File: src/hdl/imagePkg.sv
//==========================================================================
// Frame geometry and shape table
//==========================================================================

package imagePkg;

	localparam int IMG_SIZE = 47;
	// rotation pivot, in pixels
	localparam int CENTER = 23;
	localparam int ROW_W = 6;

	// bit c is column c
	typedef logic [IMG_SIZE-1:0] lineT;
	typedef logic [ROW_W-1:0] rowIdxT;

	typedef struct packed {
		rowIdxT x;
		rowIdxT y;
	} pixelT;

	localparam int NUM_BLOCKS = 26;
	localparam int BLOCK_SIDE = 4;
	localparam int NUM_POINTS = NUM_BLOCKS * BLOCK_SIDE * BLOCK_SIDE;

	typedef logic [$clog2(NUM_POINTS)-1:0] pointIdxT;

	// top-left corner of each 4x4 block
	localparam pixelT BLOCK_ORIGINS [0:NUM_BLOCKS-1] = '{
		'{8, 6},
		'{36, 6},
		'{12, 10},
		'{16, 10},
		'{28, 10},
		'{32, 10},
		'{16, 14},
		'{20, 14},
		'{24, 14},
		'{28, 14},
		'{12, 18},
		'{16, 18},
		'{28, 18},
		'{32, 18},
		'{16, 22},
		'{28, 22},
		'{12, 26},
		'{16, 26},
		'{28, 26},
		'{32, 26},
		'{16, 30},
		'{20, 30},
		'{24, 30},
		'{28, 30},
		'{12, 34},
		'{32, 34}
	};

endpackage

File: src/hdl/cordicPkg.sv
//==========================================================================
// CORDIC rotator formats and constants
//==========================================================================

package cordicPkg;

	// coordinates are signed with 8 fraction bits
	localparam int COORD_W = 16;
	localparam int COORD_FRAC = 8;

	typedef logic signed [COORD_W-1:0] coordT;

	// one point of the shape
	typedef struct packed {
		coordT x;
		coordT y;
	} vecT;

	// angle in radians with 10 fraction bits
	// legal range is +/-1608 or +/-pi/2
	localparam int ANGLE_W = 13;
	localparam int ANGLE_FRAC = 10;

	typedef logic signed [ANGLE_W-1:0] angleT;

	localparam int NUM_STAGES = 11;

	// atan(2^-i) in angle units
	localparam angleT ATAN_TABLE [0:NUM_STAGES-1] = '{
		804, 475, 251, 127, 64, 32, 16, 8, 4, 2, 1
	};

	// 1/K for 11 iterations in the angle's fraction width
	localparam int GAIN_COMP = 622;
	localparam int GAIN_FRAC = ANGLE_FRAC;

	// gain register plus one register per iteration
	localparam int ROT_LATENCY = NUM_STAGES + 1;

endpackage
File: src/hdl/rotateCtrl.sv
//==========================================================================
// Rotation run sequencer
//==========================================================================
`timescale 1ns/1ps

module rotateCtrl (
	input  logic               clk,
	input  logic               reset,
	input  logic               start_i,
	input  cordicPkg::angleT   theta_i,
	output imagePkg::pointIdxT pointIdx_o,
	output logic               pointValid_o,
	output cordicPkg::angleT   theta_o,
	output logic               clearFrame_o,
	output logic               done_o
);
	import cordicPkg::*;
	import imagePkg::*;

	// point generator, rotator and frame write behind the last index
	localparam int DRAIN_CYCLES = ROT_LATENCY + 2;
	localparam int DRAIN_W = $clog2(DRAIN_CYCLES + 1);

	logic               busy;
	logic [DRAIN_W-1:0] drainCnt;
	logic               startOk;

	// starts during a run are dropped
	assign startOk = start_i && !busy;

	// angle held for the whole run
	always_ff @(posedge clk) begin
		if (startOk) begin
			theta_o <= theta_i;
		end
	end

	always_ff @(posedge clk) begin
		if (reset) begin
			busy <= 1'b0;
			pointValid_o <= 1'b0;
			pointIdx_o <= '0;
			drainCnt <= '0;
			clearFrame_o <= 1'b0;
			done_o <= 1'b0;
		end else begin
			clearFrame_o <= startOk;
			if (startOk) begin
				busy <= 1'b1;
				pointValid_o <= 1'b1;
				pointIdx_o <= '0;
				drainCnt <= '0;
				done_o <= 1'b0;
			end else if (pointValid_o) begin
				// one index per clock
				if (pointIdx_o == pointIdxT'(NUM_POINTS - 1)) begin
					pointValid_o <= 1'b0;
				end else begin
					pointIdx_o <= pointIdx_o + 1'b1;
				end
			end else if (busy) begin
				if (drainCnt == DRAIN_W'(DRAIN_CYCLES)) begin
					busy <= 1'b0;
					done_o <= 1'b1;
				end else begin
					drainCnt <= drainCnt + 1'b1;
				end
			end
		end
	end

endmodule

File: config.mk
export PLATFORM = sky130hd
export DESIGN_NAME = rotateCtrl
export DESIGN_NICKNAME = d
export VERILOG_FILES = /design/src/hdl/imagePkg.sv /design/src/hdl/cordicPkg.sv /design/src/hdl/rotateCtrl.sv
export SDC_FILE = /design/constraint.sdc
export NUM_CORES = 1
export LEC_CHECK = 0
export ABC_AREA = 0
export BUFFER_PORTS_ARGS = -buffer_cell sky130_fd_sc_hd__buf_2
export CORE_MARGIN = 2
export CORE_UTILIZATION = 43
export DETAILED_ROUTE_END_ITERATION = 12
export GPL_ROUTABILITY_DRIVEN = 0
export PLACE_DENSITY = 0.73
export SKIP_LAST_GASP = 1
export SYNTH_ARGS = -nofsm -noshare
export SYNTH_HDL_FRONTEND = slang
export SYNTH_SLANG_ARGS = --single-unit
File: constraint.sdc
create_clock -name clk -period 1.4 [get_ports clk]
set_input_delay 0.14 -clock clk [delete_from_list [all_inputs] [get_ports clk]]
set_output_delay 0.14 -clock clk [all_outputs]
set_load 0.02 [all_outputs]
[After elaboration in Yosys (flattened, before gate mapping)]
Index checks and enable logic that the tools add are counted.
Word-level totals
  register bits: 30
  input bits: 16
  output and inout port bits: 25
  logic and storage cells: 28
Operators by class
  $add $sub $neg: 2
  eq/ne operators: 3
  multiplexer cells: 7
  bitwise logic cells: 3
  reduce and logical (&&, ||, !) cells: 6
Operator list (number)
  9-bit by 1-bit adder with 9-bit output, second input constant: 1
  9-bit == test, second input constant: 1
  1-bit two-way mux: 7
  3-bit AND reduction: 2
  4-bit by 1-bit adder with 4-bit output, second input constant: 1
  4-bit == test, second input constant: 1
  1-bit inverter: 3
  2-bit by 1-bit inequality test with 1-bit output, second input constant: 1
  2-bit AND reduction: 1
  2-bit OR reduction: 1
  1-bit logical AND: 1
  1-bit zero test: 1

[Depth between registers and ports, before layout]
  word-level depth: 5
  mapped depth: 6
  mapped depth without buffers: 5

[Worst setup path before layout]
OpenSTA, ideal clock, no wires.
  kind: flip-flop to flip-flop
  from: register pointIdx_o[0]
  to: register pointIdx_o[8]
  library setup time: 0.070 ns
  data arrival time: 1.471 ns
  data required time: 1.330 ns
  slack: -0.141 ns
  stages on the path, launching flop included: 5
  buffers on the path: 0
  period minus slack after synthesis: 1.541 ns
  cells stage by stage: dfxtp_1 -> ha_1 -> nand4_1 -> or4_1 -> a21oi_1
On the way
  longest elaborated chain between the ends: 3
  elaborated cells on any way between the ends: 4
  classes of those cells: 1 x add/sub; 1 x eq/ne; 1 x bitwise; 1 x reduce/logical
Ends and longest elaborated chain
  from (decl): RTL line rotateCtrl.sv:11  | output imagePkg::pointIdxT pointIdx_o,
  from (signal assigned): RTL line rotateCtrl.sv:59  | pointIdx_o <= pointIdx_o + 1'b1;
  parallel branches: the longest is 3 deep, another holds 9-bit by 1-bit adder with 9-bit output
Parallel ways; which one is timed is not known.
A chain may end at the register's enable or synchronous reset.

[Worst setup path after layout]
Ends and elaborated chain as after synthesis.

==> metrics.csv <==
metric,value,unit
status,"complete, no violations",
synth.distinct_cells,28,
overflow,0,
path_max_fanout,6,
period_minus_slack,1.36,ns
worst_setup_path_start_kind,flip-flop,
track_usage,17.6,%
drv_cap,0,
worstSetupPathType,reg -> reg,
synth_common_cells,"dfxtp_1, edfxtp_1, nand3_1",
synth_ff_type,dfxtp_1,
synth_top_area_share,33.1,%
avgSynthCellArea,11.6,sq um
num_vias,1027,
crit_arrival,1.62,ns
slew_headroom,81.3,%
dieWidth,56.4,um
drc,0,
report.final.slew_viol_count,0,
syn_nets,121,
synthArstFlopShare,0,%
final_antenna_net_count,0,
grt_max_degree,14,
yosysTopAreaCell,edfxtp_1,
power.switching,386,uW
rsz0062_at_grt,yes,
drt_iter0_markers,19,
post-place-ws,0.00987,ns
nNetsFinal,185,
cp.required,1.66,ns
cts_max_level,2,
yosysMostFrequentCell,dfxtp_1,
syn_area,0.00118,sq mm
die_h,56.4,um
finalHoldViolCount,0,
p_int,1260,uW
ys_top_cells_by_area,"edfxtp_1, dfxtp_1, nand3_1",
io_pins,41,
period_share,97.4,%
power_frac_seq,58.4,%
holdCritPathClass,in -> reg,
ys_seq_area_share,61.9,%
cts_buffers,5,
num_rows,19,
drt_wl_total,2620,um
multi_input_area,440,sq um
dieArea,0.00318,sq mm
combPwrFrac,10.8,%
p_leak,0.000676,uW
port_buffers,40,
tightest_slew,0.280,ns
endpoint_kind,flip-flop,
netlist_instances,102,
fin_tns_setup,0,ns
powerDensity,982,mW/mm^2
peakVddDrop,0.912,mV
via_per_inst,5.19,
synth_edf_count,13,
fmax,0.734,GHz
syn_to_final_growth,41.8,%
antenna_found_initial,0,
ys_ff_latch,30,
diodes,0,
core_area,0.00269,sq mm
clk-insertion-delay-late,0.32,ns
cts_root_buf,clkbuf_4,
clk_pin_slew,0.09,ns
clk_path_buf_depth,2,
register_area,739,sq um
drt-pass1-iter-count,4,
finClkSkew,0.00607,ns
cts_tree,built,
routedWlPerCell,13.2,um
clock-sinks,30,
start_util,44.0,%
fillers,230,
drive_above_1_share,35.9,%
finalWorstSetupSlack,0.0370,ns
grt_pass1_wl,4290,um
place_hpwl,1730,um
p_sw_share,23.5,%
grt_pass1_vias,963,
setup_viol,0,
yosys_warnings,0,
clockPowerShare,30.8,%
[stage by stage]
step | instances | utilization, % | hold slack (ns) | power [uW] | cell area (sq um)
finish | 198 | 62.4 | 0.0531 | 1650 | 1680
global route | 198 | 62.4 | 0.0519 | 1720 | 1680
CTS | 196 | 61.4 | 0.0361 | 1660 | 1650
detailed placement | 175 | 54.4 | 0.318 | 1130 | 1460
global placement | 175 | 54.4 | 0.318 | 1120 | 1460
floorplan | 102 | - | 0.212 | 1060 | 1200
[area by class of cell]
type / instances / share of cell area, %
Sequential cell: 30 / 44.1
Multi-Input combinational cell: 64 / 26.3
Timing Repair Buffer: 59 / 22.4
Clock buffer: 6 / 3.06
Tap cell: 31 / 2.32
Inverter: 6 / 1.34
Clock inverter: 2 / 0.448
[per-layer routing]
| layer | vias up | wire (um) | global-route usage, % |
|---|---|---|---|
| met5 | - | 0 | 0 |
| met2 | 21 | 1330 | 29.7 |
| met3 | 4 | 88 | 4.61 |
| li1 | 513 | - | - |
| met4 | 0 | 36 | 7.14 |
| met1 | 489 | 1170 | 21.2 |
[logic make-up after synthesis]
family	after synthesis	synth area share [%]
compound gates	23	12.8
flops	30	61.9
buf+inv	8	2.54
simple gates	35	17.1
fa+ha+maj	3	3.18
mux	3	2.54
[worst max-delay path, stage by stage, from the launching register on]
cell	delay, ns
dfxtp_4	0.39
ha_4	0.15
nand4_1	0.19
or4_1	0.44
a21oi_1	0.14
[cell usage in the layout (no fill, tap or decap), drive strengths merged]
master       instances
nor3                 2
edfxtp              13
nor2b                1
mux2i                3
dfxtp               17
a21oi                8
ha                   3
nand2                3
nand4                1
or3                  7
clkbuf               6
o2111ai              1
clkinv               2
a211oi               3
o21a                 1
nand2b               2
and4bb               1
o41a                 1
nand3                9
dlygate4sd3         13
and4                 1
inv                  6
o31ai                4
nand4b               1
o21ba                1
o21ai                3
buf                 46
a31oi                1
or4                  2
and3                 1
nor2                 4
[state kept, by name (all words and copies together), names as in the netlist]
register	cells
pointIdx_o	9
clearFrame_o	1
drainCnt	4
theta_o	13
busy	1
done_o	1
pointValid_o	1
[path summary, 6_finish.rpt]
path,from,to,depth (start not counted),slack (ns)
worst max-delay path,pointIdx_o[0]$_SDFFE_PP0P_,pointIdx_o[8]$_SDFFE_PP0P_,4,0.04
worst min-delay path,reset,clearFrame_o$_SDFF_PP0_,2,0.05
worst max register to register,pointIdx_o[0]$_SDFFE_PP0P_,pointIdx_o[8]$_SDFFE_PP0P_,4,0.04
worst min register to register,drainCnt[3]$_SDFFE_PP0P_,drainCnt[3]$_SDFFE_PP0P_,2,0.49
[timing repair]
action                                  in CTS  in global routing
hold buffers                                13                  0
buffers inserted                             0                  2
hold endpoints to repair                    13                  0
resized for setup                            1                  4
endpoints found under the setup margin       1                  7
[power by group through the flow]
stage | clock network (uW) | logic (uW) | registers [uW]
2_1_floorplan | 0 | 44.8 | 1020
5_1_grt | 560 | 191 | 965
3_5_place_dp | 0 | 144 | 983
6_report | 507 | 177 | 961
4_1_cts | 524 | 172 | 963
3_3_place_gp | 0 | 142 | 982
Note: power is estimated with default switching activity, not from simulation.
