$ cat config.mk
export PLATFORM = sky130hd
export DESIGN_NAME = blockPointGen
export DESIGN_NICKNAME = d
export VERILOG_FILES = /design/src/hdl/imagePkg.sv /design/src/hdl/cordicPkg.sv /design/src/hdl/blockPointGen.sv
export SDC_FILE = /design/constraint.sdc
export NUM_CORES = 1
export LEC_CHECK = 0
export BUFFER_PORTS_ARGS = -buffer_cell sky130_fd_sc_hd__buf_2
export CAP_MARGIN = 20
export CORE_MARGIN = 5
export CORE_UTILIZATION = 50
export CTS_BUF_LIST = sky130_fd_sc_hd__clkbuf_8
export DETAILED_ROUTE_END_ITERATION = 8
export GPL_TIMING_DRIVEN = 1
export HOLD_SLACK_MARGIN = 0.12
export PLACE_DENSITY_LB_ADDON = 0.12
export SLEW_MARGIN = 40
export SYNTH_ARGS = -nofsm -noshare
export SYNTH_HDL_FRONTEND = slang
export SYNTH_SLANG_ARGS = --single-unit
$ cat constraint.sdc
create_clock -name clk -period 2.75 [get_ports clk]
set_clock_uncertainty 0.1 [all_clocks]
set_input_delay 0.55 -clock clk [delete_from_list [all_inputs] [get_ports clk]]
set_output_delay 0.55 -clock clk [all_outputs]
set_load 0.03 [all_outputs]
$ cat src/hdl/imagePkg.sv
//==========================================================================
// Frame geometry and shape table
//==========================================================================

package imagePkg;

	localparam int IMG_SIZE = 47;
	// rotation pivot, in pixels
	localparam int CENTER = 23;
	localparam int ROW_W = 6;

	// bit c is column c
	typedef logic [IMG_SIZE-1:0] lineT;
	typedef logic [ROW_W-1:0] rowIdxT;

	typedef struct packed {
		rowIdxT x;
		rowIdxT y;
	} pixelT;

	localparam int NUM_BLOCKS = 26;
	localparam int BLOCK_SIDE = 4;
	localparam int NUM_POINTS = NUM_BLOCKS * BLOCK_SIDE * BLOCK_SIDE;

	typedef logic [$clog2(NUM_POINTS)-1:0] pointIdxT;

	// top-left corner of each 4x4 block
	localparam pixelT BLOCK_ORIGINS [0:NUM_BLOCKS-1] = '{
		'{8, 6},
		'{36, 6},
		'{12, 10},
		'{16, 10},
		'{28, 10},
		'{32, 10},
		'{16, 14},
		'{20, 14},
		'{24, 14},
		'{28, 14},
		'{12, 18},
		'{16, 18},
		'{28, 18},
		'{32, 18},
		'{16, 22},
		'{28, 22},
		'{12, 26},
		'{16, 26},
		'{28, 26},
		'{32, 26},
		'{16, 30},
		'{20, 30},
		'{24, 30},
		'{28, 30},
		'{12, 34},
		'{32, 34}
	};

endpackage

$ cat src/hdl/cordicPkg.sv
//==========================================================================
// CORDIC rotator formats and constants
//==========================================================================

package cordicPkg;

	// coordinates are signed with 8 fraction bits
	localparam int COORD_W = 16;
	localparam int COORD_FRAC = 8;

	typedef logic signed [COORD_W-1:0] coordT;

	// one point of the shape
	typedef struct packed {
		coordT x;
		coordT y;
	} vecT;

	// angle in radians with 10 fraction bits
	// legal range is +/-1608 or +/-pi/2
	localparam int ANGLE_W = 13;
	localparam int ANGLE_FRAC = 10;

	typedef logic signed [ANGLE_W-1:0] angleT;

	localparam int NUM_STAGES = 11;

	// atan(2^-i) in angle units
	localparam angleT ATAN_TABLE [0:NUM_STAGES-1] = '{
		804, 475, 251, 127, 64, 32, 16, 8, 4, 2, 1
	};

	// 1/K for 11 iterations in the angle's fraction width
	localparam int GAIN_COMP = 622;
	localparam int GAIN_FRAC = ANGLE_FRAC;

	// gain register plus one register per iteration
	localparam int ROT_LATENCY = NUM_STAGES + 1;

endpackage
$ cat src/hdl/blockPointGen.sv
//==========================================================================
// Shape point generator
//==========================================================================
`timescale 1ns/1ps

module blockPointGen (
	input  logic               clk,
	input  logic               reset,
	input  imagePkg::pointIdxT pointIdx_i,
	input  logic               pointValid_i,
	output cordicPkg::vecT     vec_o,
	output logic               vecValid_o
);
	import cordicPkg::*;
	import imagePkg::*;

	localparam int OFF_W = $clog2(BLOCK_SIDE);

	logic [$bits(pointIdxT)-2*OFF_W-1:0] blockNum;
	logic [OFF_W-1:0] offX;
	logic [OFF_W-1:0] offY;
	pixelT origin;

	// pixel relative to the pivot, scaled to fixed point
	function automatic coordT toFixed(rowIdxT base, logic [OFF_W-1:0] off);
		coordT pix;
		pix = coordT'(base) + coordT'(off) - coordT'(CENTER);
		return pix <<< COORD_FRAC;
	endfunction

	// index is block, then column within block, then row
	assign blockNum = pointIdx_i[$bits(pointIdxT)-1:2*OFF_W];
	assign offX = pointIdx_i[2*OFF_W-1:OFF_W];
	assign offY = pointIdx_i[OFF_W-1:0];
	assign origin = BLOCK_ORIGINS[blockNum];

	always_ff @(posedge clk) begin
		vec_o.x <= toFixed(origin.x, offX);
		vec_o.y <= toFixed(origin.y, offY);
		if (reset) begin
			vecValid_o <= 1'b0;
		end else begin
			vecValid_o <= pointValid_i;
		end
	end

endmodule

[Yosys cells after proc, flatten, opt, wreduce, memory -nomap -nowiden]
Memories as Yosys holds them, arrays and structs flattened.
Cells that the tools add are included.
Storage, ports and cells
  memories kept: 1
  input bits: 12
  memory bits (read-only): 384
  word-level logic and storage cells: 12
  bits in registers: 17
Cells by class
  mux-type cells: 2
  $add $sub $neg: 4
  bitwise logic cells: 1
  magnitude comparators: 1
Memories
  (no name shown): words 32, width 12, read ports 1, clocked after memory_dff 0, write ports 0, line blockPointGen.sv:35  | assign origin = BLOCK_ORIGINS[blockNum];
Operators by type and width (number)
  12-bit two-way mux: 2
  7-bit by 5-bit subtractor with 8-bit output, second input constant: 2
  6-bit by 2-bit adder with 7-bit output: 2
  6-bit >= comparator, second input constant: 1
  5-bit inverter with 6-bit output: 1

[Logic depth before layout (Yosys ltp)]
  depth in word-level cells: 6
  depth in mapped cells: 7
  mapped depth without buffers: 7

[Worst setup path before layout]
OpenSTA, ideal clock, no wires.
  path kind: input to register
  start: input port pointIdx_i[5]
  end: register vec_o[29] (netlist name)
  setup time: 0.072 ns
  stages on the path: 7
  data required time: 2.578 ns
  data arrival time: 1.863 ns
  setup slack: 0.715 ns
  cells stage by stage: inv_1 -> ha_1 -> nor2b_2 -> o21ai_2 -> or3b_4 -> a21boi_2 -> xnor2_1
On the way
  word-level cells in the longest chain between the ends: 6
RTL lines
  start, declared: line blockPointGen.sv:9  | input imagePkg::pointIdxT pointIdx_i,
  5-bit inverter with 6-bit output (implied by the code): line blockPointGen.sv:35
  memory 32 x 12 bit
  12-bit two-way mux (implied by the code) (2 in series): line blockPointGen.sv:35
  6-bit by 2-bit adder with 7-bit output: line blockPointGen.sv:27  | pix = coordT'(base) + coordT'(off) - coordT'(CENTER);
  7-bit by 5-bit subtractor with 8-bit output: line blockPointGen.sv:27
  end, declared: line blockPointGen.sv:11  | output cordicPkg::vecT vec_o,
Every way passes these cells. The select of a mux whose other input is x is not followed.
A chain may end at the register's enable or synchronous reset.

[Worst setup path in the final report]
  start: input port pointIdx_i[4]
  end: register vec_o[29] (netlist name)
The elaborated chain is that of the path after synthesis.

==> summary.txt <==
Synthesis
  – Synth top area share: 33.1%
  – Cell variety after synth: 38
  – Synthesis-stage register bit count: 17
  – Top post-synthesis cells by area: dfxtp_1 33%, ha_1 12%, buf_4 12%
  – Register area share after synthesis: 33.1%
  – Yosys top cell by area: dfxtp_1
  – Synth warn: 0
  – Synth Area per Inst: 9.25 um^2
  – Top FF cell, synth: dfxtp_1
  – Post-Synthesis Cells: 111
  – Mapped cell area: 0.00103 mm^2
  – Async SR Flop Fraction: 0%
  – Count of flip-flops with a built-in enable after synthesis: 0

Setup path
  – Crit end category: register
  – Startpoint types: input port
  – WP data arrival: 2.17 ns
  – Worst Path Required: 2.82 ns
  – Worst-path maximum fanout: 10
  – CP Class: input port to register

Timing
  – Fin. max-slew vios: 0
  – TNS Setup: 0 ns
  – Fmax: 0.477 GHz
  – Min Clock Period, post-route: 2.10 ns
  – Final WS setup: 0.654 ns
  – Final period util: 76.2%
  – RSZ-0062 raised after global routing: false
  – Final hold violation count: 0
  – Endpoints failing setup: 0

Die
  – Die width: 55.3 um
  – Ports: 45
  – Die Y: 55.3 um
  – Row count: 16
  – Die area: 0.00306 mm^2
  – Initial core utilization: 52.4%
  – CORE AREA: 0.00196 mm^2

Route
  – Vias: 754
  – First-pass detailed-route iteration total: 3
  – DRT antenna net count: 0
  – DR WL/cell: 10.6 um
  – Initial detailed-routing violation count: 15
  – Vias/cell: 4.54
  – Final wirelength: 1760 um
  – DRC errors left: 0

Worst hold path
  – Worst Hold Class: input port to register

Power and ir drop
  – Sequential share of power: 41.8%
  – Internal Power: 0.000444 W
  – Net Sw Frac: 34.7%
  – NetSw: 0.000236 W
  – Pwr per Cell Area: 585 mW/mm^2
  – Worst VDD drop: 0.284 mV
  – Clock network power share: 24.7%
  – Lkg Pwr: 0.580 nW
  – Total power: 0.000680 W
  – Combinational share of power: 33.5%

Run status
  – Status: finished, final reports clean

Clocking
  – TritonCTS buffer count: 3
  – Clock transition at path regs: 0.06 ns
  – Clock tree from TritonCTS: built
  – Max clock buf depth: 2
  – H-tree depth: 1
  – # hold bufs at CTS: 0
  – PostCTS Resize Cnt: 0
  – CTS Sinks: 17
  – CTS root buf: clkbuf_8
  – Setup Fix Bufs, Post-CTS: 0

Placement
  – Placer Congestion: 0.804
  – HPWL after DPL: 1490 um
  – Port bufs: 28
  – Setup WS pre-CTS: 0.393 ns

Layout
  – Final #Nets: 162
  – Filler Cell Count: 192
  – P&R area growth vs syn: 13.0%
  – Layout Utilization: 59.2%
  – # diodes: 0
  – Share of layout cells above drive strength 1: 29.5%

Global routing
  – Total grt overflow: 0
  – GR Util All Layers: 12.4%
  – First-pass GRT wire length: 3080 um
  – Largest net degree at the start of global routing: 16
  – Antenna violations before repair: 0
  – Vias in the first global route: 690

Flow run
  – Max-cap viol count: 0
## layout make-up
cell class	instances	area (um^2)	area share (%)
inverters	11	43.8	3.77
well taps	27	33.8	2.91
clock buffers	3	41.3	3.56
multi-input cells	79	558	48.1
clock inverters	1	3.75	0.323
flip-flops and latches	17	340	29.3
repair buffers	28	140	12.1
## per-layer routing
metal  global-route usage (%)  share of wire [%]  vias up
met1                     13.8                 42      338
li1                         -                  -      391
met4                     7.29                1.1        0
met2                     20.6                 50       23
met3                     3.73                7.0        2
met5                        0                  0        -
## state kept, by name, indices dropped and copies added (netlist names)
signal      flops
vec_o          16
vecValid_o      1
## through the flow
step | hold WS (ns) | instances | cell area, um^2
2_1_floorplan | 0.507 | 126 | 1080
3_3_place_gp | 0.606 | 162 | 1120
3_5_place_dp | 0.610 | 162 | 1120
4_1_cts | 0.352 | 166 | 1160
5_1_grt | 0.355 | 166 | 1160
6_report | 0.358 | 166 | 1160
## power by group through the flow
| stage | Combinational (W) | Clock (W) | Sequential, W |
|---|---|---|---|
| after floorplan | 0.000125 | 0 | 0.000357 |
| after global placement | 0.000224 | 0 | 0.000290 |
| after detailed placement | 0.000229 | 0 | 0.000290 |
| after CTS | 0.000230 | 0.000174 | 0.000285 |
| after global routing | 0.000246 | 0.000185 | 0.000287 |
| final | 0.000228 | 0.000168 | 0.000284 |
## cell usage after synthesis (all sizes together), types with 2 or more instances
cell	instances
a21boi	2
a21oi	3
a31oi	3
buf	19
dfxtp	17
ha	10
inv	11
nand2	4
nor2	6
nor2b	4
o21a	2
o21ai	7
xnor2	5
## worst max-delay path, stage by stage
cell	delay, ns
buf_2	0.17
inv_1	0.10
ha_1	0.31
nor2b_2	0.18
o21ai_2	0.14
or3b_4	0.40
a21boi_2	0.18
xnor2_1	0.13
## worst paths after layout
path	start	depth (start not counted)	slack, ns	endpoint
setup / recovery	pointIdx_i[4]	8	0.65	vec_o[29]$_DFF_P_
hold / removal	reset	2	0.36	vecValid_o$_SDFF_PP0_
## cells in the final DEF, fill, tap and decap left out, drive strengths merged, types with 2 or more instances in the layout
cell type | synthesis | final
o21a | 2 | 2
nand2 | 4 | 4
nor2b | 4 | 4
a31oi | 3 | 3
clkbuf | 0 | 3
a21oi | 3 | 3
inv | 11 | 12
nor2 | 6 | 6
buf | 19 | 28
o21ai | 7 | 7
dfxtp | 17 | 17
ha | 10 | 10
conb | 1 | 16
xnor2 | 5 | 5
a21boi | 2 | 2
## logic make-up after synthesis
family / Yosys count / share of synthesized area [%]
adders and majority gates: 10 / 12.2
other: 1 / 0.365
AOI/OAI and AO/OA: 22 / 16.4
xor gates and xnor gates: 6 / 5.12
DFF: 17 / 33.1
and+or+nand+nor: 24 / 13.6
buffers and inverters: 30 / 18.0
muxes: 1 / 1.10
(Power assumes the default switching activity.)
