--- src/hdl/imagePkg.sv ---
//==========================================================================
// Frame geometry and shape table
//==========================================================================

package imagePkg;

	localparam int IMG_SIZE = 47;
	// rotation pivot, in pixels
	localparam int CENTER = 23;
	localparam int ROW_W = 6;

	// bit c is column c
	typedef logic [IMG_SIZE-1:0] lineT;
	typedef logic [ROW_W-1:0] rowIdxT;

	typedef struct packed {
		rowIdxT x;
		rowIdxT y;
	} pixelT;

	localparam int NUM_BLOCKS = 26;
	localparam int BLOCK_SIDE = 4;
	localparam int NUM_POINTS = NUM_BLOCKS * BLOCK_SIDE * BLOCK_SIDE;

	typedef logic [$clog2(NUM_POINTS)-1:0] pointIdxT;

	// top-left corner of each 4x4 block
	localparam pixelT BLOCK_ORIGINS [0:NUM_BLOCKS-1] = '{
		'{8, 6},
		'{36, 6},
		'{12, 10},
		'{16, 10},
		'{28, 10},
		'{32, 10},
		'{16, 14},
		'{20, 14},
		'{24, 14},
		'{28, 14},
		'{12, 18},
		'{16, 18},
		'{28, 18},
		'{32, 18},
		'{16, 22},
		'{28, 22},
		'{12, 26},
		'{16, 26},
		'{28, 26},
		'{32, 26},
		'{16, 30},
		'{20, 30},
		'{24, 30},
		'{28, 30},
		'{12, 34},
		'{32, 34}
	};

endpackage

--- src/hdl/cordicPkg.sv ---
//==========================================================================
// CORDIC rotator formats and constants
//==========================================================================

package cordicPkg;

	// coordinates are signed with 8 fraction bits
	localparam int COORD_W = 16;
	localparam int COORD_FRAC = 8;

	typedef logic signed [COORD_W-1:0] coordT;

	// one point of the shape
	typedef struct packed {
		coordT x;
		coordT y;
	} vecT;

	// angle in radians with 10 fraction bits
	// legal range is +/-1608 or +/-pi/2
	localparam int ANGLE_W = 13;
	localparam int ANGLE_FRAC = 10;

	typedef logic signed [ANGLE_W-1:0] angleT;

	localparam int NUM_STAGES = 11;

	// atan(2^-i) in angle units
	localparam angleT ATAN_TABLE [0:NUM_STAGES-1] = '{
		804, 475, 251, 127, 64, 32, 16, 8, 4, 2, 1
	};

	// 1/K for 11 iterations in the angle's fraction width
	localparam int GAIN_COMP = 622;
	localparam int GAIN_FRAC = ANGLE_FRAC;

	// gain register plus one register per iteration
	localparam int ROT_LATENCY = NUM_STAGES + 1;

endpackage
--- src/hdl/frameBuffer.sv ---
//==========================================================================
// Rotated point rasterizer and frame store
//==========================================================================
`timescale 1ns/1ps

module frameBuffer (
	input  logic             clk,
	input  logic             reset,
	input  logic             clear_i,
	input  cordicPkg::vecT   vec_i,
	input  logic             vecValid_i,
	input  imagePkg::rowIdxT lineSel_i,
	output imagePkg::lineT   lineData_o
);
	import cordicPkg::*;
	import imagePkg::*;

	localparam coordT HALF_PIXEL = coordT'(1 << (COORD_FRAC - 1));

	lineT  frame [0:IMG_SIZE-1];
	coordT pixX;
	coordT pixY;
	logic  inFrame;

	// round to nearest pixel, then move the origin back to the corner
	assign pixX = ((vec_i.x + HALF_PIXEL) >>> COORD_FRAC) + coordT'(CENTER);
	assign pixY = ((vec_i.y + HALF_PIXEL) >>> COORD_FRAC) + coordT'(CENTER);

	// points rotated off the frame are dropped
	assign inFrame = (pixX >= 0) && (pixX < IMG_SIZE) && (pixY >= 0) && (pixY < IMG_SIZE);

	always_ff @(posedge clk) begin
		if (reset || clear_i) begin
			for (int r = 0; r < IMG_SIZE; r++) begin
				frame[r] <= '0;
			end
		end else if (vecValid_i && inFrame) begin
			frame[pixY[ROW_W-1:0]][pixX[ROW_W-1:0]] <= 1'b1;
		end
	end

	// rows past the frame read as zero
	always_ff @(posedge clk) begin
		if (reset) begin
			lineData_o <= '0;
		end else if (lineSel_i < IMG_SIZE) begin
			lineData_o <= frame[lineSel_i];
		end else begin
			lineData_o <= '0;
		end
	end

endmodule

--- config.mk ---
export PLATFORM = sky130hd
export DESIGN_NAME = frameBuffer
export DESIGN_NICKNAME = d
export VERILOG_FILES = /design/src/hdl/imagePkg.sv /design/src/hdl/cordicPkg.sv /design/src/hdl/frameBuffer.sv
export SDC_FILE = /design/constraint.sdc
export NUM_CORES = 2
export LEC_CHECK = 0
export BUFFER_PORTS_ARGS = -buffer_cell sky130_fd_sc_hd__buf_2
export CORE_MARGIN = 1.5
export CORE_UTILIZATION = 40
export DETAILED_ROUTE_END_ITERATION = 12
export PLACE_DENSITY_LB_ADDON = 0.2
export SETUP_SLACK_MARGIN = 0.05
export SYNTH_ARGS = -nofsm -noshare
export SYNTH_HDL_FRONTEND = slang
export SYNTH_SLANG_ARGS = --single-unit
--- constraint.sdc ---
create_clock -name clk -period 7.3 [get_ports clk]
set_input_delay 1.095 -clock clk [delete_from_list [all_inputs] [get_ports clk]]
set_output_delay 1.095 -clock clk [all_outputs]
set_load 0.02 [all_outputs]
; ---- After elaboration in Yosys (flattened, before gate mapping)
; Memories as Yosys holds them, arrays and structs flattened. A register that Yosys moved wholly into a read port is not among the register bits.
; Cells that the tools add are included.
; W data, S select, Z words.
[classes]
addsub = 4
n_mul = 0
n_div = 0
magnitude_cmp = 7
eq_ne = 0
shift = 0
mux = 10
n_bitwise = 1
n_reduce_logical = 8
[op_table]
columns = op, n
row1 = $mux W47, 3
row2 = $reduce_or A47 Y1, 1
row3 = $add A16 B9 Y16 const B, 2
row4 = $add A8 B6 Y9 const B, 2
row5 = $ge A9 B1 Y1 const B, 2
row6 = $lt A9 B7 Y1 const B, 2
row7 = $lt A6 B8 Y1 const B, 1
row8 = $demux W1 S6, 1
row9 = $ge A6 B1 Y1 const B, 1
row10 = $lt A6 B6 Y1 const B, 1
row11 = $mux W6, 1
row12 = $logic_and A1 B1 Y1, 5
row13 = $mux W1, 5
row14 = $reduce_or A2 Y1, 1
row15 = $logic_or A1 B1 Y1, 1
row16 = $not A1 Y1, 1
[word_totals]
register_bits = 0
latchBits = 0
ram_bits = 2209
rom_bits = 0
in_bits = 42
mem_count = 1
[mem_list]
columns = memory, words, word_bits, read_ports, rd_clocked_by_memory_dff, wr, line
row1 = frame, 47, 47, 1, 1, 47, frameBuffer.sv:20  ; lineT frame [0:IMG_SIZE-1];

; ---- Logic depth before layout (Yosys ltp)
[depth]
ltp_word = 12
depth_mapped = 14
mapped_depth_nobuf = 10

; ---- Least setup slack after synthesis
; No wires, ideal clock.
[synth_path]
path_type = input to register
start = input port vec_i[7] in the netlist's numbering
end = memory frame[17][16] in the netlist's numbering
setup_ns = 0.075
arrival_time_ns = 4.064
slack_ns = 3.161
cell_stages = 13
n_path_buf = 3
cell_sequence = ha_1 -> buf_1 -> inv_1 -> ha_1 -> or3b_2 -> mux2i_1 -> nand3b_1 -> xnor2_1 -> nor4b_4 -> clkbuf_1 -> buf_2 -> nand3_1 -> o21ai_0
[synth_rtl]
columns = element, line
row1 = start: declaration, frameBuffer.sv:10  ; input cordicPkg::vecT vec_i,
row2 = end: declaration, frameBuffer.sv:20

==> results.txt <==
Outcome - finished, final reports clean
Clk_skew - 21.4 ps
Crit-path max FO - 18
Design area - 0.0983 mm2
Slew margin rel. - 0.175
Count of cell types in the netlist - 64
Vias post-DR - 60,500
Cts repair resizes - 0
Number of synthesized flops with an enable pin - 0
Post-route DRC - 0
Hold Buf Count CTS - 0
Async S/R FF share, synth - 0
Number of global-route vias before repair - 59,100
Top cells by count, synth - dfxtp_1, nand2_1, o21ai_0
RR Endpoint - lineData_o[20]$_SDFF_PP0_
Hold WC Path Type - register to register
Gate Count Post-Synth - 8,298
P per Cell Area - 263 mW/mm2
Global-route wire length before repair - 369,000 um
Fraction of layout cells with a size suffix above 1 - 0.166
Hold Path Origin - frame[47][39]$_DFF_P_
VDD IR max - 0.232 mV
TritonRoute pass-1 iters - 6
Fin crit share - 0.687
Crit-path max cell delay - 790 ps
H-tree levels - 4
Leakage - 33.9 nW
IO Pins - 89
Hold EP - frame[47][39]$_DFF_P_
Final hold violations - 0
Clk_lat worst skew - 870 ps
Die Width - 472 um
Crit path time final - 5010 ps
Worst Path Arrival - 5790 ps
Ys Warns - 0
Achievable clock frequency - 199 MHz
Core Area - 0.218 mm2
Hold depth - 0
Final Max Tran Viols - 0
Syn nets - 8,344
Worst EP required - 8080 ps
R2R Path Start - frame[47][20]$_DFF_P_
Synthesized area - 0.0879 mm2
Share of the synthesized area in the top cell type - 0.525
CTS tree - done
Via-to-Cell Ratio - 5.49
Filler cells - 20,100
CP max-delay cell - xnor2_1
Grt total ovfl - 0
MaxCap Viol Count - 0
Clock-pin slew on the worst setup and hold paths - 60 ps
Pin count of the biggest net entering global routing - 278
Worst-Margin Slew - 1230 ps
Clock buffers created by TritonCTS - 228
GRT Overall Usage - 0.212
Crit. End Element - register
Die area - 0.222 mm2
Cell breakdown of the critical path - buf_2, ha_1, inv_1, ha_1, nand2b_1, nand2_1, xnor2_1, nand3_2, nor4_1, nand3_2, buf_4, o21ai_0
Register bit count reported by yosys - 2,303
Largest area contributor in the netlist - dfxtp_1
Sequential fraction of the synthesis area - 0.525
Routed WL - 238,000 um
Initial antenna violation count - 7
Cell with the most instances after synthesis - dfxtp_1
Startpoint Class - input pin
Port bufs - 74
Synth top area cells - dfxtp_1, mux4_2, nand2_1, o21ai_0, and2_1
DP Area - 0.0906 mm2
R2R Setup Slk - 4890 ps
Wirelength per Cell - 21.6 um
Sink Count - 2,303
Max Root-Sink Buffers - 3
Total Nets Final - 8,038
Setup violators final - 0
Die Ht - 472 um
Root buf cell - clkbuf_16
Unrepaired setup endpoints after global routing - false
Cells on worst reg2reg path - 5
Crit path kind - input pin to register
DRT iter0 DRCs - 5,533
Layout area overhead - 11.8%
RePlAce Congestion - 0.797
Final HPWL DP - 137,000 um
Num rows - 171
Final ANT Viol Nets - 0
Initial Util - 0.403
Avg Cell Area, Syn - 10.6 um2
Setup TNS - 0 ps
Postcts setup bufs - 0
Post-synth top flop - dfxtp_1
registers in the layout, indices dropped and copies added (netlist names):
| name | flops |
|---|---|
| frame | 2256 |
| lineData_o | 47 |
per-stage QoR:
stage	hold slack, ps	power, mW	util	std cells	setup WS, ps
after floorplan	400	13.7	-	8298	3160
after global routing	353	26.7	0.451	11000	2070
final	348	25.8	0.451	11000	2290
after CTS	350	26.1	0.451	11000	2330
after global placement	334	14.2	0.416	10600	1500
after detailed placement	337	14.2	0.416	10600	1390
cells in the final DEF (no fill, tap or decap), types with 49 or more instances in the layout:
master | netlist | layout
buf_2 | 51 | 68
nand3_1 | 218 | 206
clkbuf_16 | 0 | 229
o31ai_1 | 265 | 265
dfxtp_1 | 2303 | 2303
nand2_1 | 1700 | 1693
mux4_2 | 705 | 705
buf_4 | 4 | 115
and2_1 | 758 | 757
inv_1 | 53 | 53
mux2i_1 | 50 | 50
o22ai_1 | 49 | 49
clkbuf_1 | 632 | 55
o21ai_0 | 1201 | 1201
clkbuf_8 | 0 | 61
critical path: cells and delay by family:
| family | cells | cell delay [ps] |
|---|---|---|
| xor gates and xnor gates | 1 | 790 |
| AOI/OAI and AO/OA | 1 | 220 |
| adders and majority gates | 2 | 870 |
| buffers and inverters | 3 | 790 |
| and+or+nand+nor | 5 | 1960 |
metal layers:
metal  vias up  track usage  share of wire
met3       362       0.0306          0.060
li1      28400            -              -
met2      1773        0.340           0.46
met5         -            0              0
met4         0       0.0647          0.028
met1     30000        0.296           0.45
where the power goes:
part / total, mW / leakage (nW) / switching [mW] / internal [mW]
Combinational: 1.37 / 11.6 / 1.08 / 0.289
Sequential: 12.6 / 18.5 / 0.000125 / 12.6
Clock: 11.9 / 3.79 / 5.00 / 6.92
layout make-up:
class	instances	area [um2]	share of cell area
Antenna cell	1	2.50	0.0000255
Timing Repair Buffer	216	1840	0.0188
Clock buffer	345	6780	0.0690
Multi-Input combinational cell	5190	38900	0.396
Tap cell	2854	3570	0.0363
Clock inverter	68	890	0.00905
Sequential cell	2303	46100	0.469
Inverter	53	199	0.00202
worst max path at each step:
stage	from	slack, ps	to	cells past startpoint
after floorplan	vec_i[7]	3160	frame[17][16]$_DFF_P_	13
after global routing	vec_i[7]	2070	frame[14][22]$_DFF_P_	12
after global placement	vec_i[7]	1500	frame[12][1]$_DFF_P_	12
after CTS	vec_i[7]	2330	frame[12][17]$_DFF_P_	12
final	vec_i[7]	2290	frame[12][0]$_DFF_P_	12
after detailed placement	vec_i[7]	1390	frame[12][0]$_DFF_P_	12
logic make-up after synthesis:
logic type,Yosys count,share of synthesized area
adder cells (fa/ha/maj),4,0.000570
AND/OR/NAND/NOR,2817,0.150
multiplexers,755,0.186
buffers and inverters,805,0.0353
flip-flops,2303,0.525
AO/OA/AOI/OAI,1596,0.101
XOR/XNOR,18,0.00179
Note: power is estimated with default switching activity, not from simulation.
