File: config.mk
export PLATFORM = sky130hd
export DESIGN_NAME = cordicRotator
export DESIGN_NICKNAME = d
export VERILOG_FILES = /design/src/hdl/cordicPkg.sv /design/src/hdl/cordicRotator.sv
export SDC_FILE = /design/constraint.sdc
export NUM_CORES = 2
export LEC_CHECK = 0
export ABC_AREA = 0
export ABC_CLOCK_PERIOD_IN_PS = 13060
export BUFFER_PORTS_ARGS = -buffer_cell sky130_fd_sc_hd__clkbuf_2
export CAP_MARGIN = 30
export CORE_ASPECT_RATIO = 1.4
export CORE_MARGIN = 5
export CORE_UTILIZATION = 50
export DETAILED_ROUTE_END_ITERATION = 16
export GPL_ROUTABILITY_DRIVEN = 0
export GPL_TIMING_DRIVEN = 0
export MAX_ROUTING_LAYER = met4
export PLACE_DENSITY = 0.66
export SKIP_LAST_GASP = 1
export SLEW_MARGIN = 15
export SYNTH_ARGS = -nofsm -noshare
export SYNTH_HDL_FRONTEND = slang
export SYNTH_SLANG_ARGS = --single-unit
export TNS_END_PERCENT = 30
File: constraint.sdc
create_clock -name clk -period 13.06 [get_ports clk]
set_input_delay 2.612 -clock clk [delete_from_list [all_inputs] [get_ports clk]]
set_output_delay 2.612 -clock clk [all_outputs]
set_load 0.01 [all_outputs]
File: src/hdl/cordicPkg.sv
//==========================================================================
// CORDIC rotator formats and constants
//==========================================================================

package cordicPkg;

	// coordinates are signed with 8 fraction bits
	localparam int COORD_W = 16;
	localparam int COORD_FRAC = 8;

	typedef logic signed [COORD_W-1:0] coordT;

	// one point of the shape
	typedef struct packed {
		coordT x;
		coordT y;
	} vecT;

	// angle in radians with 10 fraction bits
	// legal range is +/-1608 or +/-pi/2
	localparam int ANGLE_W = 13;
	localparam int ANGLE_FRAC = 10;

	typedef logic signed [ANGLE_W-1:0] angleT;

	localparam int NUM_STAGES = 11;

	// atan(2^-i) in angle units
	localparam angleT ATAN_TABLE [0:NUM_STAGES-1] = '{
		804, 475, 251, 127, 64, 32, 16, 8, 4, 2, 1
	};

	// 1/K for 11 iterations in the angle's fraction width
	localparam int GAIN_COMP = 622;
	localparam int GAIN_FRAC = ANGLE_FRAC;

	// gain register plus one register per iteration
	localparam int ROT_LATENCY = NUM_STAGES + 1;

endpackage
File: src/hdl/cordicRotator.sv
//==========================================================================
// Pipelined CORDIC vector rotator
//==========================================================================
`timescale 1ns/1ps

module cordicRotator (
	input  logic             clk,
	input  logic             reset,
	input  cordicPkg::vecT   vec_i,
	input  logic             vecValid_i,
	input  cordicPkg::angleT theta_i,
	output cordicPkg::vecT   vec_o,
	output logic             vecValid_o
);
	import cordicPkg::*;

	// entry 0 is the gain register, entry i+1 the result of iteration i
	vecT   stVec   [0:NUM_STAGES];
	angleT stAngle [0:NUM_STAGES];
	logic  stValid [0:NUM_STAGES];

	// pre-scale by 1/K so the output keeps the input magnitude
	function automatic coordT gainScale(coordT c);
		logic signed [2*COORD_W-1:0] prod;
		prod = c * GAIN_COMP;
		return coordT'(prod >>> GAIN_FRAC);
	endfunction

	always_ff @(posedge clk) begin
		stVec[0].x <= gainScale(vec_i.x);
		stVec[0].y <= gainScale(vec_i.y);
		stAngle[0] <= theta_i;
		if (reset) begin
			stValid[0] <= 1'b0;
		end else begin
			stValid[0] <= vecValid_i;
		end
	end

	for (genvar i = 0; i < NUM_STAGES; i++) begin : gStage
		coordT xShift;
		coordT yShift;

		assign xShift = stVec[i].x >>> i;
		assign yShift = stVec[i].y >>> i;

		always_ff @(posedge clk) begin
			// drive the residual angle towards zero
			if (stAngle[i] >= 0) begin
				stVec[i+1].x <= stVec[i].x - yShift;
				stVec[i+1].y <= stVec[i].y + xShift;
				stAngle[i+1] <= stAngle[i] - ATAN_TABLE[i];
			end else begin
				stVec[i+1].x <= stVec[i].x + yShift;
				stVec[i+1].y <= stVec[i].y - xShift;
				stAngle[i+1] <= stAngle[i] + ATAN_TABLE[i];
			end
			if (reset) begin
				stValid[i+1] <= 1'b0;
			end else begin
				stValid[i+1] <= stValid[i];
			end
		end
	end

	assign vec_o = stVec[NUM_STAGES];
	assign vecValid_o = stValid[NUM_STAGES];

endmodule

After elaboration in Yosys (flattened, before gate mapping)
Memory sizes are Yosys's and may differ from the RTL's.
Cells that the tools add are included.

word-level totals
  output and inout port bits = 33
  input port bits = 48
  memory bits (read-only) = 0
  flip-flop bits (word level) = 0
  latch bits = 0
  memories = 3
  RAM bits = 552
  logic and storage cells = 207

memories
  name     depth  width  read ports  clocked after Yosys merged registers in  wr ports  RTL line             RTL
  stVec    12     32     12          0                                        12        cordicRotator.sv:18  vecT stVec [0:NUM_STAGES];
  stAngle  12     13     11          0                                        12        cordicRotator.sv:19  angleT stAngle [0:NUM_STAGES];
  stValid  12     1      12          0                                        12        cordicRotator.sv:20  logic stValid [0:NUM_STAGES];

operators by class
  order comparisons = 11
  add/subtract/negate cells = 65
  shift-type cells = 0
  bitwise operators = 45
  div/mod/pow operators = 0
  mux-type cells = 81
  multipliers = 2
  reductions and logical operators = 0
  equality and inequality tests = 0

operators by type and width
  kind                      number
  $mux W16                  22
  $ge A13 B1 Y1 const B     11
  $mux W13                  11
  $mul A16 B10 Y25 const B  2
  $mux W1                   48
  $or A1 B1 Y1              45
  $add A16 B10 Y16          2
  $add A16 B11 Y16          2
  $add A16 B12 Y16          2
  $add A16 B13 Y16          2
  $add A16 B14 Y16          2
  $add A16 B15 Y16          2
  $add A16 B6 Y16           2
  $add A16 B7 Y16           2
  $add A16 B8 Y16           2
  $add A16 B9 Y16           2
  $sub A16 B10 Y16          2
  $sub A16 B11 Y16          2
  $sub A16 B12 Y16          2
  $sub A16 B13 Y16          2
  $sub A16 B14 Y16          2
  $sub A16 B15 Y16          2
  $sub A16 B16 Y16          2
  $sub A16 B6 Y16           2
  24 further kinds          29

Logic depth before layout (Yosys ltp)
An unclocked memory read counts as a cell.

  word-level depth = 5
  depth in mapped cells = 19
  mapped depth without buffers = 19

Worst setup path before layout
No wires, ideal clock.

  path type = input-to-reg
  start = input vec_i[27] in the netlist's numbering
  end = memory stVec[0][30] in the netlist's numbering
  required time = 12930 ps
  buffers on the path = 0
  arrival time = 7021 ps
  stages on the path = 19
  setup slack = 5909 ps
  library setup time = 130 ps
  cell sequence = ha_1 -> inv_1 -> fa_1 -> inv_1 -> fa_1 -> fa_1 -> inv_1 -> fa_1 -> inv_1 -> ha_1 -> a21o_1 -> a21o_1 -> or3_1 -> a41oi_2 -> o31ai_1 -> and2_4 -> o21a_4 -> nor2_2 -> xnor3_1

RTL lines
  item                RTL line             RTL
  start: declaration  cordicRotator.sv:9   input cordicPkg::vecT vec_i,
  end: declaration    cordicRotator.sv:18

==> key figures <==
Run status
  • Status: finished, final reports clean

Placed design
  • HPWL after DPL: between 70 and 80 mm
  • IO Port Bufs: 80

Drt
  • Detail Route Antenna Nets: 0
  • DRC: 0
  • Vias per inst: around 5.3
  • Final WL: 86.1 mm
  • WL/cell: about 15 um
  • Number of DRC markers in iteration 0: ~870
  • Pre-antenna DRT Iters: 5
  • Vias after detailed routing: 29700

Logic synthesis
  • Area fraction of the dominant cell type after synthesis: 26.7%
  • Synthesis Warnings: 0
  • Async SR Flop Fraction: 0%
  • Yosys cell types: around 80
  • Post-synthesis average cell area: roughly 9.0 um^2
  • #FFs+latches synth: 520
  • Main synth FF type: dfxtp_1
  • Register area share after synthesis: a little over a quarter
  • Area leader, netlist: dfxtp_1
  • Top-count cell post-synth: ha_1
  • Synth area leaders: dfxtp_1 (27%), ha_1 (19%), xnor2_1 (9.2%)
  • EDFF count, synth: 0
  • Mapped Area: 0.0390 mm^2
  • Syn Inst Count: 4343
  • Top cells by count, synth: ha_1 (588), dfxtp_1 (520), inv_1 (494), xnor2_1 (409), a21oi_1 (294)
  • Post-Synthesis Net Count: just over 5000

Clocking
  • CTS tree: yes
  • H-Tree Depth: 2
  • Clock Sinks: between 500 and 600
  • Post-CTS Setup Repair Bufs: 0
  • Worst skew pair latency: ~0.66 ns
  • Clock-pin slew on the worst setup and hold paths: about 0.060 ns
  • CTS Buffer Depth: 3
  • CTS Hold Bufs: 0
  • CTS resizes: 0
  • Root Buffer: clkbuf_16
  • Num CTS Buffers: 54

Timing
  • Measured slew at the worst slew-check pin: ~0.95 ns
  • RSZ-0062 raised after global routing: no
  • FMAX: ~140 MHz
  • Clk_skew: a little under 0.05 ns
  • Crit path time final: between 7 and 8 ns
  • Final hold violations: 0
  • Max-slew headroom: between 30 and 40%
  • Final TNS setup: 0 ns
  • Final worst-path cycle share: 53.7%
  • Final setup viols: 0
  • Final-report max-slew violation count: 0

Critical path
  • Crit path cell chain: clkbuf_2 -> ha_1 -> inv_1 -> fa_1 -> inv_1 -> fa_1 -> fa_1 -> inv_1 -> fa_1 -> inv_1 -> ha_1 -> a21o_1 -> a21o_1 -> or3_1 -> a41oi_2 -> o31ai_1 -> and2_4 -> o21a_4 -> nor2_2 -> xnor3_1
  • CP startpoint: vec_i[28]
  • Top Family by Delay on Critical Path: adder cells
  • Worst R2R Start: stAngle[0][38]
  • Bufs and invs on worst path: 5
  • CP max stage delay: about 0.54 ns
  • Crit path max fanout: 5
  • Critical Path AT: ~7.5 ns
  • Startpoint types: primary input
  • Slowest cell on crit path: fa_1
  • Critical path type: in2reg
  • Setup crit end kind: register
  • CP Data Required Time: between 10 and 15 ns

Floorplan
  • DIE AREA: 0.0838 mm^2
  • Die Span X: approximately 250 um
  • Io pins: between 80 and 90
  • Die Ht: roughly 340 um
  • Number of core rows: between 100 and 150
  • Initial core utilization: about 50%
  • Core area: 0.0777 mm^2

Finish
  • N_diodes: 0
  • Area growth syn-to-layout: 9.25%
  • Layout Nets: between 5000 and 6000
  • Ratio of cells with drive above 1 in the final layout: between 5 and 6%
  • Fill cell count: between 7000 and 8000

Global routing
  • Largest net degree at the start of global routing: 17
  • Gr ovfl total: 0
  • GRT Resource Usage Total: a little over a fifth
  • Vias in the first global route: between 30000 and 40000
  • Initial antenna violation count: 0
  • First-pass GRT wire length: between 100 and 150 mm

Hold path
  • Min-delay src: stAngle[1][28]
  • Worst min-delay path class: reg2reg

Job
  • Max-Cap Viols: 0
[routing by layer]
| layer | wire length, um | global-route usage (%) | up-vias |
|---|---|---|---|
| met5 | 0 | - | - |
| met4 | 5150 | 10.7 | 0 |
| met3 | 2270 | 2.37 | 253 |
| met2 | 48700 | 41.7 | 421 |
| met1 | 30000 | 19.1 | 13800 |
| li1 | - | - | 15200 |
[cell usage in the layout (no fill, tap or decap), types with 12 or more instances in the layout]
cell / synthesis / routed
a211o_1: 30 / 30
a211oi_1: 21 / 21
a21o_1: 76 / 76
a21oi_1: 294 / 294
a31o_2: 12 / 12
a31oi_1: 36 / 36
and3_1: 52 / 52
clkbuf_1: 41 / 48
clkbuf_16: 0 / 54
clkbuf_2: 0 / 80
dfxtp_1: 520 / 520
fa_1: 146 / 146
ha_1: 588 / 588
inv_1: 494 / 494
mux2i_1: 22 / 22
nand2_1: 218 / 218
nand2b_1: 62 / 62
nand3_1: 94 / 94
nand4_1: 17 / 17
nor2_1: 257 / 257
nor2b_1: 62 / 62
nor3_1: 118 / 118
o21a_1: 50 / 50
o21ai_0: 167 / 167
o21ai_1: 22 / 22
o21bai_1: 67 / 67
o31ai_1: 44 / 44
o41ai_1: 20 / 20
or2_2: 29 / 29
or3_1: 54 / 54
or4_1: 15 / 15
xnor2_1: 409 / 409
xor2_1: 155 / 155
[registers in the layout, indices dropped and copies added (netlist names)]
| register | cells |
|---|---|
| stVec | 383 |
| stAngle | 125 |
| stValid | 12 |
[final timing paths]
path | endpoint | slack (ns) | cells past startpoint
worst min-delay path | stAngle[1][41] | 0.30 | 0
worst max-delay path | stVec[0][30] | 6.05 | 20
worst max register to register | stVec[3][30] | 8.84 | 13
worst min register to register | stAngle[1][41] | 0.30 | 0
[cell families (layout without fill, tap and decap cells)]
group	count (synthesis)	after routing	share of synthesized area, %
multiplexers	22	22	0.564
adder cells (fa/ha/maj)	734	734	26.3
AND/OR/NAND/NOR	1032	1032	13.1
buffers and inverters	545	724	5.25
flip-flops	520	520	26.7
XOR/XNOR	565	565	12.7
AO/OA/AOI/OAI	925	925	15.3
[cell type report]
cell class / instances / area, um^2 / share of cell area (%)
Clock buffer: 71 / 1520 / 3.55
Multi-Input combinational cell: 3278 / 26600 / 62.3
Buffer: 49 / 186 / 0.437
Sequential cell: 520 / 10400 / 24.4
Tap cell: 1045 / 1310 / 3.07
Clock inverter: 27 / 369 / 0.866
Inverter: 496 / 1860 / 4.37
Timing Repair Buffer: 81 / 415 / 0.975
[worst reg2reg max path, cell delays in order, from the launching register on]
cell and delay [ns]:
dfxtp_1 0.54, clkbuf_1 0.49, clkbuf_1 0.50, mux2i_1 0.27
fa_1 0.49, a21o_1 0.18, a21oi_1 0.23, nor2b_1 0.08
o21a_1 0.22, o311ai_1 0.24, and3_1 0.21, nor4b_2 0.30
nor2_1 0.12, o311ai_1 0.26
[metrics by stage]
stage          setup slack (ns)  std cells  area (um^2)  hold slack (ns)  util (%)
6_report                   6.05       5567        42600            0.305      54.9
5_1_grt                    5.88       5567        42600            0.316      54.9
4_1_cts                    6.06       5567        42600            0.293      54.9
3_5_place_dp               5.34       5469        40700            0.312      52.5
3_3_place_gp               5.39       5468        40700            0.311      52.4
2_1_floorplan              5.91       4343        39000            0.310         -
Power is left out: the tool's default activity adds up to more than one toggle a clock period on the data nets, which glitch-free logic cannot reach.
